===== config.mk =====
export PLATFORM = sky130hd
export DESIGN_NAME = cpuCore
export DESIGN_NICKNAME = d
export VERILOG_FILES = /design/src/design/ctrlPkg.sv /design/src/design/isaPkg.sv /design/src/design/cpuCore.sv /design/src/design/cpuDatapath.sv /design/src/design/cpuControl.sv /design/src/design/regFile.sv /design/src/design/shiftUnit.sv /design/src/design/aluUnit.sv
export SDC_FILE = /design/constraint.sdc
export NUM_CORES = 2
export LEC_CHECK = 0
export BUFFER_PORTS_ARGS = -buffer_cell sky130_fd_sc_hd__buf_2
export CAP_MARGIN = 20
export CORE_ASPECT_RATIO = 1.2
export CORE_MARGIN = 2
export CORE_UTILIZATION = 55
export DETAILED_ROUTE_END_ITERATION = 6
export GPL_TIMING_DRIVEN = 0
export PLACE_DENSITY = 0.71
export SLEW_MARGIN = 20
export SYNTH_ARGS = -nofsm -noshare
export SYNTH_HDL_FRONTEND = slang
export SYNTH_SLANG_ARGS = --single-unit

===== constraint.sdc =====
create_clock -name clk -period 8.7 [get_ports clk]
set_clock_uncertainty 0.05 [all_clocks]
set_input_delay 2.175 -clock clk [delete_from_list [all_inputs] [get_ports clk]]
set_output_delay 2.175 -clock clk [all_outputs]
set_load 0.05 [all_outputs]

===== src/design/ctrlPkg.sv =====
// Select encodings are only meaningful together with the strobes of the same control word
`default_nettype none

package ctrlPkg;

    // Cycles with memRead high before the IR loads
    localparam int unsigned fetchReadCycles = 3;

    typedef enum logic [1:0] {aluAdd, aluSub} aluOp_t;

    typedef enum logic {srcAPc, srcARegA} srcA_t;

    typedef enum logic [1:0] {srcBRegB, srcBFour, srcBImm} srcB_t;

    typedef enum logic {addrPc, addrAluOut} memAddrSel_t;

    typedef enum logic [1:0] {wrRt, wrRd, wrStack} wrRegSel_t;

    typedef enum logic [1:0] {dataAluOut, dataShift, dataStackTop} wrDataSel_t;

    typedef enum logic [1:0] {
        shiftLoad,
        shiftLeft,
        shiftRightLogic,
        shiftRightArith
    } shiftOp_t;

    typedef struct packed {
        logic pcWrite;
        logic irWrite;
        logic abLoad;
        logic aluOutLoad;
        logic regWrite;
        logic memRead;
        logic memWrite;
        logic shiftEn;
        aluOp_t aluOp;
        srcA_t srcA;
        srcB_t srcB;
        memAddrSel_t memAddrSel;
        wrRegSel_t wrRegSel;
        wrDataSel_t wrDataSel;
        shiftOp_t shiftOp;
    } ctrlWord_t;

    // Overflow is the registered flag that travels with ALUOut
    typedef struct packed {
        logic [5:0] opcode;
        logic [5:0] funct;
        logic overflow;
    } dpStatus_t;

endpackage

`default_nettype wire


===== src/design/isaPkg.sv =====
// Keeps only the add, sub, addi, sll, srl, sra and sw encodings; any other code decodes as an error
`default_nettype none

package isaPkg;

    localparam int unsigned wordWidth = 32;
    localparam int unsigned regAddrWidth = 5;

    // Opcodes
    localparam logic [5:0] opcodeRType = 6'b000_000;
    localparam logic [5:0] opcodeAddi = 6'b001_000;
    localparam logic [5:0] opcodeSw = 6'b101_011;

    // R-type funct codes
    localparam logic [5:0] functAdd = 6'b100_000;
    localparam logic [5:0] functSub = 6'b100_010;
    localparam logic [5:0] functSll = 6'b000_000;
    localparam logic [5:0] functSrl = 6'b000_010;
    localparam logic [5:0] functSra = 6'b000_011;

    // Stack pointer gets this value right after reset
    localparam logic [regAddrWidth-1:0] stackPtrReg = 5'd29;
    localparam logic [wordWidth-1:0] stackTop = 32'd227;

    // R-type layout; the I-type immediate is {rd, shamt, funct}
    typedef struct packed {
        logic [5:0] opcode;
        logic [4:0] rs;
        logic [4:0] rt;
        logic [4:0] rd;
        logic [4:0] shamt;
        logic [5:0] funct;
    } instrWord_t;

    // Read is a level, write a single-cycle pulse
    typedef struct packed {
        logic [wordWidth-1:0] addr;
        logic [wordWidth-1:0] wrData;
        logic read;
        logic write;
    } memReq_t;

endpackage

`default_nettype wire

===== src/design/cpuCore.sv =====
// Single-issue core; the memory must answer a read one cycle later and never stall
`default_nettype none

module cpuCore (
    input  logic                         clk,
    input  logic                         arstN,
    input  logic [isaPkg::wordWidth-1:0] memRdData,
    output isaPkg::memReq_t              memReq
);
    import ctrlPkg::*;

    ctrlWord_t ctrl;
    dpStatus_t status;

    cpuControl cpuControl_inst (
        .clk   (clk),
        .arstN (arstN),
        .status(status),
        .ctrl  (ctrl)
    );

    cpuDatapath cpuDatapath_inst (
        .clk      (clk),
        .arstN    (arstN),
        .ctrl     (ctrl),
        .memRdData(memRdData),
        .status   (status),
        .memReq   (memReq)
    );

endmodule

`default_nettype wire


===== src/design/cpuDatapath.sv =====
// Follows the control selects blindly; memRdData is sampled only when irWrite is high
`default_nettype none

module cpuDatapath (
    input  logic                         clk,
    input  logic                         arstN,
    input  ctrlPkg::ctrlWord_t           ctrl,
    input  logic [isaPkg::wordWidth-1:0] memRdData,
    output ctrlPkg::dpStatus_t           status,
    output isaPkg::memReq_t              memReq
);
    import isaPkg::*;
    import ctrlPkg::*;

    logic [wordWidth-1:0] pc;
    instrWord_t ir;
    logic [wordWidth-1:0] regA;
    logic [wordWidth-1:0] regB;
    logic [wordWidth-1:0] aluOut;
    logic ovfQ;

    logic [wordWidth-1:0] rdDataA;
    logic [wordWidth-1:0] rdDataB;
    logic [wordWidth-1:0] aluA;
    logic [wordWidth-1:0] aluB;
    logic [wordWidth-1:0] aluResult;
    logic aluOverflow;
    logic [15:0] imm;
    logic [wordWidth-1:0] immExt;
    logic [wordWidth-1:0] shiftOut;
    logic [regAddrWidth-1:0] wrAddr;
    logic [wordWidth-1:0] wrData;

    always_ff @(posedge clk or negedge arstN) begin
        if (!arstN) begin
            pc <= '0;
            ovfQ <= 1'b0;
        end else begin
            if (ctrl.pcWrite) begin
                pc <= aluResult;
            end
            if (ctrl.aluOutLoad) begin
                ovfQ <= aluOverflow;
            end
        end
    end

    always_ff @(posedge clk) begin
        if (ctrl.irWrite) begin
            ir <= memRdData;
        end
        if (ctrl.abLoad) begin
            regA <= rdDataA;
            regB <= rdDataB;
        end
        if (ctrl.aluOutLoad) begin
            aluOut <= aluResult;
        end
    end

    // Sign-extended immediate for addi and sw
    assign imm = {ir.rd, ir.shamt, ir.funct};
    assign immExt = {{(wordWidth - 16){imm[15]}}, imm};

    always_comb begin
        aluA = (ctrl.srcA == srcAPc) ? pc : regA;
        case (ctrl.srcB)
            srcBFour: aluB = wordWidth'(4);
            srcBImm: aluB = immExt;
            default: aluB = regB;
        endcase
        case (ctrl.wrRegSel)
            wrRd: wrAddr = ir.rd;
            wrStack: wrAddr = stackPtrReg;
            default: wrAddr = ir.rt;
        endcase
        case (ctrl.wrDataSel)
            dataShift: wrData = shiftOut;
            dataStackTop: wrData = stackTop;
            default: wrData = aluOut;
        endcase
    end

    aluUnit aluUnit_inst (
        .a       (aluA),
        .b       (aluB),
        .op      (ctrl.aluOp),
        .result  (aluResult),
        .overflow(aluOverflow)
    );

    shiftUnit shiftUnit_inst (
        .clk   (clk),
        .arstN (arstN),
        .en    (ctrl.shiftEn),
        .op    (ctrl.shiftOp),
        .din   (regB),
        .amount(ir.shamt),
        .dout  (shiftOut)
    );

    regFile regFile_inst (
        .clk    (clk),
        .rdAddrA(ir.rs),
        .rdAddrB(ir.rt),
        .wrAddr (wrAddr),
        .wrEn   (ctrl.regWrite),
        .wrData (wrData),
        .rdDataA(rdDataA),
        .rdDataB(rdDataB)
    );

    always_comb begin
        memReq.addr = (ctrl.memAddrSel == addrAluOut) ? aluOut : pc;
        memReq.wrData = regB;
        memReq.read = ctrl.memRead;
        memReq.write = ctrl.memWrite;
        status.opcode = ir.opcode;
        status.funct = ir.funct;
        status.overflow = ovfQ;
    end

endmodule

`default_nettype wire


===== src/design/cpuControl.sv =====
// Fixed-latency FSM with no stall input; memory data is assumed valid after the read cycles
`default_nettype none

module cpuControl (
    input  logic               clk,
    input  logic               arstN,
    input  ctrlPkg::dpStatus_t status,
    output ctrlPkg::ctrlWord_t ctrl
);
    import isaPkg::*;
    import ctrlPkg::*;

    typedef enum logic [3:0] {
        stIdle,
        stStack,
        stFetch,
        stDecode,
        stAdd,
        stSub,
        stAddi,
        stSll,
        stSrl,
        stSra,
        stSw,
        stOverflow,
        stOpError
    } state_t;

    state_t state;
    state_t nextState;
    logic [1:0] count;
    logic [1:0] nextCount;
    ctrlWord_t ctrlQ;
    logic aluWriteback;

    // Control word for one cycle of a state, all strobes cleared by default
    function automatic ctrlWord_t wordFor(state_t st, logic [1:0] cnt);
        ctrlWord_t w;
        w = '0;
        case (st)
            stStack: begin
                w.regWrite = 1'b1;
                w.wrRegSel = wrStack;
                w.wrDataSel = dataStackTop;
            end
            stFetch: begin
                w.srcA = srcAPc;
                w.srcB = srcBFour;
                w.aluOp = aluAdd;
                w.memAddrSel = addrPc;
                if (cnt < 2'(fetchReadCycles)) begin
                    w.memRead = 1'b1;
                end else begin
                    w.irWrite = 1'b1;
                    w.pcWrite = 1'b1;
                end
            end
            stDecode: begin
                w.abLoad = 1'b1;
            end
            stAdd, stSub, stAddi: begin
                w.srcA = srcARegA;
                w.srcB = (st == stAddi) ? srcBImm : srcBRegB;
                w.aluOp = (st == stSub) ? aluSub : aluAdd;
                if (cnt == 2'd0) begin
                    w.aluOutLoad = 1'b1;
                end else begin
                    w.regWrite = 1'b1;
                    w.wrRegSel = (st == stAddi) ? wrRt : wrRd;
                    w.wrDataSel = dataAluOut;
                end
            end
            stSll, stSrl, stSra: begin
                if (cnt == 2'd0) begin
                    w.shiftEn = 1'b1;
                    w.shiftOp = shiftLoad;
                end else if (cnt == 2'd1) begin
                    w.shiftEn = 1'b1;
                    w.shiftOp = (st == stSll) ? shiftLeft :
                                (st == stSrl) ? shiftRightLogic : shiftRightArith;
                end else begin
                    w.regWrite = 1'b1;
                    w.wrRegSel = wrRd;
                    w.wrDataSel = dataShift;
                end
            end
            stSw: begin
                w.srcA = srcARegA;
                w.srcB = srcBImm;
                w.aluOp = aluAdd;
                if (cnt == 2'd0) begin
                    w.aluOutLoad = 1'b1;
                end else begin
                    w.memWrite = 1'b1;
                    w.memAddrSel = addrAluOut;
                end
            end
            default: begin
            end
        endcase
        return w;
    endfunction

    always_comb begin
        nextState = state;
        nextCount = count + 2'd1;
        case (state)
            stFetch: begin
                if (count == 2'(fetchReadCycles)) begin
                    nextState = stDecode;
                    nextCount = '0;
                end
            end
            stDecode: begin
                nextCount = '0;
                nextState = stOpError;
                case (status.opcode)
                    opcodeRType: begin
                        case (status.funct)
                            functAdd: nextState = stAdd;
                            functSub: nextState = stSub;
                            functSll: nextState = stSll;
                            functSrl: nextState = stSrl;
                            functSra: nextState = stSra;
                            default: nextState = stOpError;
                        endcase
                    end
                    opcodeAddi: nextState = stAddi;
                    opcodeSw: nextState = stSw;
                    default: nextState = stOpError;
                endcase
            end
            stAdd, stSub, stAddi: begin
                if (count == 2'd1) begin
                    nextState = status.overflow ? stOverflow : stFetch;
                    nextCount = '0;
                end
            end
            stSll, stSrl, stSra: begin
                if (count == 2'd2) begin
                    nextState = stFetch;
                    nextCount = '0;
                end
            end
            stSw: begin
                if (count == 2'd1) begin
                    nextState = stFetch;
                    nextCount = '0;
                end
            end
            stIdle: begin
                nextState = stStack;
                nextCount = '0;
            end
            default: begin
                // Stack init, overflow and opcode error all return to fetch
                nextState = stFetch;
                nextCount = '0;
            end
        endcase
    end

    always_ff @(posedge clk or negedge arstN) begin
        if (!arstN) begin
            state <= stIdle;
            count <= '0;
            ctrlQ <= '0;
        end else begin
            state <= nextState;
            count <= nextCount;
            ctrlQ <= wordFor(nextState, nextCount);
        end
    end

    // Overflow flag only settles together with ALUOut, so the writeback is masked here
    assign aluWriteback = (state == stAdd || state == stSub || state == stAddi) &&
                          (count == 2'd1);

    always_comb begin
        ctrl = ctrlQ;
        ctrl.regWrite = ctrlQ.regWrite & ~(aluWriteback & status.overflow);
    end

endmodule

`default_nettype wire


===== src/design/regFile.sv =====
// No reset on the array; register 0 always reads zero and ignores writes
`default_nettype none

module regFile (
    input  logic                            clk,
    input  logic [isaPkg::regAddrWidth-1:0] rdAddrA,
    input  logic [isaPkg::regAddrWidth-1:0] rdAddrB,
    input  logic [isaPkg::regAddrWidth-1:0] wrAddr,
    input  logic                            wrEn,
    input  logic [isaPkg::wordWidth-1:0]    wrData,
    output logic [isaPkg::wordWidth-1:0]    rdDataA,
    output logic [isaPkg::wordWidth-1:0]    rdDataB
);
    import isaPkg::*;

    logic [wordWidth-1:0] regs [2**regAddrWidth];

    always_ff @(posedge clk) begin
        if (wrEn && (wrAddr != '0)) begin
            regs[wrAddr] <= wrData;
        end
    end

    assign rdDataA = (rdAddrA == '0) ? '0 : regs[rdAddrA];
    assign rdDataB = (rdAddrB == '0) ? '0 : regs[rdAddrB];

endmodule

`default_nettype wire


===== src/design/shiftUnit.sv =====
// Holds its value when en is low; a shift always acts on the previously loaded word
`default_nettype none

module shiftUnit (
    input  logic                                 clk,
    input  logic                                 arstN,
    input  logic                                 en,
    input  ctrlPkg::shiftOp_t                    op,
    input  logic [isaPkg::wordWidth-1:0]         din,
    input  logic [$clog2(isaPkg::wordWidth)-1:0] amount,
    output logic [isaPkg::wordWidth-1:0]         dout
);
    import isaPkg::*;
    import ctrlPkg::*;

    logic [wordWidth-1:0] shiftQ;

    always_ff @(posedge clk or negedge arstN) begin
        if (!arstN) begin
            shiftQ <= '0;
        end else if (en) begin
            case (op)
                shiftLoad: shiftQ <= din;
                shiftLeft: shiftQ <= shiftQ << amount;
                shiftRightLogic: shiftQ <= shiftQ >> amount;
                shiftRightArith: shiftQ <= $signed(shiftQ) >>> amount;
                default: shiftQ <= shiftQ;
            endcase
        end
    end

    assign dout = shiftQ;

endmodule

`default_nettype wire


===== src/design/aluUnit.sv =====
// Combinational add/subtract; overflow is only meaningful for signed operands
`default_nettype none

module aluUnit (
    input  logic [isaPkg::wordWidth-1:0] a,
    input  logic [isaPkg::wordWidth-1:0] b,
    input  ctrlPkg::aluOp_t              op,
    output logic [isaPkg::wordWidth-1:0] result,
    output logic                         overflow
);
    import isaPkg::*;
    import ctrlPkg::*;

    logic [wordWidth-1:0] bEff;
    logic carryIn;

    // Subtract as a + ~b + 1
    always_comb begin
        carryIn = (op == aluSub);
        bEff = carryIn ? ~b : b;
        result = a + bEff + wordWidth'(carryIn);
        // Same operand signs but a different result sign
        overflow = (a[wordWidth-1] == bEff[wordWidth-1]) &&
                   (result[wordWidth-1] != a[wordWidth-1]);
    end

endmodule

`default_nettype wire


==> results.ini <==
[logic_synthesis]
synth_top_area_share_pct=55.8
synth.area.top_cells=edfxtp_1 56%, mux4_2 26%, dfrtp_1 3.5%, mux2_2 1.8%, mux2i_1 1.4%
yosysTopAreaCell=edfxtp_1
synth_area_mm2=0.0620
yosys_warnings=0
syn_area_per_cell_um2=18.2
yosysUniqueCellTypes=80
synthArstFlopShare_pct=7.02
synthCells=3400
ys_ff_latch=1239
synth_edf_count=1152
ys.flop_type=edfxtp_1
seq_area_frac_synth_pct=59.3

[critical_path]
required_ns=9.29
critPathMaxStageDelay_ns=0.96
critPathTopFamily=compound AO/OA/AOI/OAI gates
start_kind=register
path_cells=clkbuf_1 -> clkbuf_1 -> clkbuf_1 -> nand2_1 -> o21ai_0 -> xor2_1 -> ha_1 -> a21oi_1 -> o21ai_0 -> a211oi_1 -> o31ai_2 -> nand3_1 -> a31oi_1 -> xor2_1 -> mux2_2
r2r_slack_ns=2.89
cp-end-kind=register
crit_slowest_cell=a211oi_1
reg2reg_to=cpuDatapath_inst.pc[30]$_DFFE_PN0P_
worst-setup-path-type=register to register
cp_max_fo=10
reg2reg_depth=15
r2r_start=cpuDatapath_inst.imm[9]$_DFFE_PP_
worstPathArrival_ns=6.40
cpMostUsedCell=clkbuf_1
crit_buf_inv=3

[pwr]
cellLeakagePower_nw=23.3
p_per_area_mw_per_mm2=302
irDropWorstVdd_mv=0.212

[clock_network]
clk_pin_slew_ns=0.06
clockRootBuffer=clkbuf_16
cts_setup_buffers=0
cts_tree=built
numCtsBuffers=130
cts_hold_buf=0
clock_path_buffers=3
clk_latency_ns=0.77
cts.sinks=1239
h-tree-depth=4
cts_resized=0

[timing]
slew_headroom_pct=11.7
hold_viol=0
rsz0062_at_grt=false
max_freq_ghz=0.172
slew_violations=0
worst_pin_slew_ns=1.32
tns_ns=0
fin_crit_sh_pct=66.8
fin_ws_ns=2.89
min_period_ns=5.81
setup_viol=0

[min_path]
hold_start=cpuDatapath_inst.pc[21]$_DFFE_PN0P_
hp-class=register to register
min_to=cpuDatapath_inst.pc[21]$_DFFE_PN0P_
min_path_cells=1

[drt]
viasPerCell=7.28
vias=38800
antenna_left=0
drt-initial-drc-count=5594
drt_first_pass_iters=7
drc=0
wl_per_cell_um=40.2
routed_wl_mm=214

[global_routing]
grt_pass1_wl_mm=297
grt.total_usage_pct=37.9
antenna_found_initial=5
overflow=0
grt_max_degree=58
grt_pass1_vias=39000

[finish]
areaGrowthSynthToFinish_pct=13.8
fin_nets=3806
fin_util_pct=63.3
n_fill_cell=7718
drive_above_1_share_pct=35.2
final_cells=5329

[placed_design]
io_buffers=99
place_hpwl_mm=156
place_ws_ns=3.15
place_congestion=0.994
dp.cells=5092

[die]
ios=100
die_h_um=372
die_area_mm2=0.115
fp.dieW_um=310
core_mm2=0.111
initial_utilization_pct=55.6
num_rows=134

[status]
status=finished, final reports clean

[run]
cap_violations=0

## cell type report
cell class,count,area [µm²],area share [%]
flip-flops and latches,1239,36800,52.1
multi-input cells,1867,24300,34.4
clock buffers,165,3510,4.98
repair buffers,166,2020,2.87
well taps,1496,1870,2.65
plain buffers,274,1210,1.71
clock inverters,68,677,0.960
inverters,51,191,0.271
diodes,3,7.51,0.0106
## placed cells by master, fill, tap and decap left out, types with 44 or more instances in the layout
cell type and n:
edfxtp_1 1152, mux4_2 726, clkbuf_1 185, buf_2 168
nor2_1 164, clkbuf_16 135, nand2_1 126, a21oi_1 119
mux2_2 100, mux2i_1 86, dfrtp_1 84, o21ai_0 64
inv_1 47, xor2_1 44
## kinds of logic (layout without fill, tap and decap cells)
family,after synthesis,after routing,share of synthesized area [%]
flip-flops,1239,1239,59.3
multiplexers,914,914,29.6
buffers and inverters,325,724,2.21
AO/OA/AOI/OAI,376,376,4.01
adder cells (fa/ha/maj),43,43,0.880
AND/OR/NAND/NOR,439,439,3.08
XOR/XNOR,63,63,0.890
other,1,35,0.00605
## synth_stat cells, types with 47 or more instances
cell type,count
a21oi_1,120
mux2i_1,86
dfrtp_1,87
nand2_1,126
nor2_1,195
clkbuf_1,163
o21ai_0,70
mux2_2,100
mux4_2,726
edfxtp_1,1152
inv_1,47
buf_2,55
## worst max path at each step
stage | start | to | slack (ns) | depth (start not counted)
after global placement | cpuDatapath_inst.ir[17]$_DFFE_PP_ | cpuDatapath_inst.regFile_inst.regs[11][26]$_DFFE_PP_ | 1.75 | 7
after CTS | cpuDatapath_inst.imm[9]$_DFFE_PP_ | cpuDatapath_inst.pc[24]$_DFFE_PN0P_ | 3.09 | 15
after floorplan | cpuControl_inst.ctrl[7]$_DFF_PN0_ | cpuDatapath_inst.pc[24]$_DFFE_PN0P_ | 4.92 | 17
final | cpuDatapath_inst.imm[9]$_DFFE_PP_ | cpuDatapath_inst.pc[30]$_DFFE_PN0P_ | 2.89 | 15
after detailed placement | cpuDatapath_inst.imm[9]$_DFFE_PP_ | cpuDatapath_inst.pc[30]$_DFFE_PN0P_ | 3.15 | 15
after global routing | cpuDatapath_inst.imm[9]$_DFFE_PP_ | cpuDatapath_inst.pc[30]$_DFFE_PN0P_ | 2.84 | 15
## power by group
group,internal [W],leakage [nW],switching (W)
Sequential,0.00807,11.5,0.000533
Clock,0.00317,2.02,0.00239
Combinational,0.00248,9.81,0.00468
Total,0.0137,23.3,0.00760
## sequential cells by signal, indices dropped and copies added (netlist names), 2 cells and up
register,count
cpuDatapath_inst.status,12
cpuDatapath_inst.shiftUnit_inst.dout,32
cpuControl_inst.state,4
cpuDatapath_inst.pc,32
cpuDatapath_inst.regA,32
cpuDatapath_inst.regB,32
cpuDatapath_inst.regFile_inst.regs,1024
cpuControl_inst.ctrl,15
cpuControl_inst.count,2
cpuDatapath_inst.aluOut,32
cpuDatapath_inst.ir,10
cpuDatapath_inst.imm,10
## worst reg2reg max path: stages, from the launching register on
cell and delay (ns):
edfxtp_1 0.36, clkbuf_1 0.46, clkbuf_1 0.59, clkbuf_1 0.78, nand2_1 0.11, o21ai_0 0.23, xor2_1 0.26, ha_1 0.34
a21oi_1 0.26, o21ai_0 0.18, a211oi_1 0.96, o31ai_2 0.30, nand3_1 0.24, a31oi_1 0.12, xor2_1 0.18, mux2_2 0.27
## routing by layer
layer  GRT usage, %  wire length (µm)  part of all wire (%)
met1           45.0             68800                    32
met2           61.9            105000                    49
met3           9.35             23200                    11
met4           24.6             16800                   7.8
met5          0.550               203                 0.095
## through the flow
stage / hold WS (ns) / cell area, µm² / total power [W]
2_1_floorplan: 0.445 / 62100 / 0.0130
3_3_place_gp: 0.458 / 64500 / 0.0154
3_5_place_dp: 0.470 / 66300 / 0.0157
4_1_cts: 0.484 / 70500 / 0.0212
5_1_grt: 0.496 / 70500 / 0.0219
6_report: 0.480 / 70500 / 0.0213
Power figures use the tool's default switching activity.
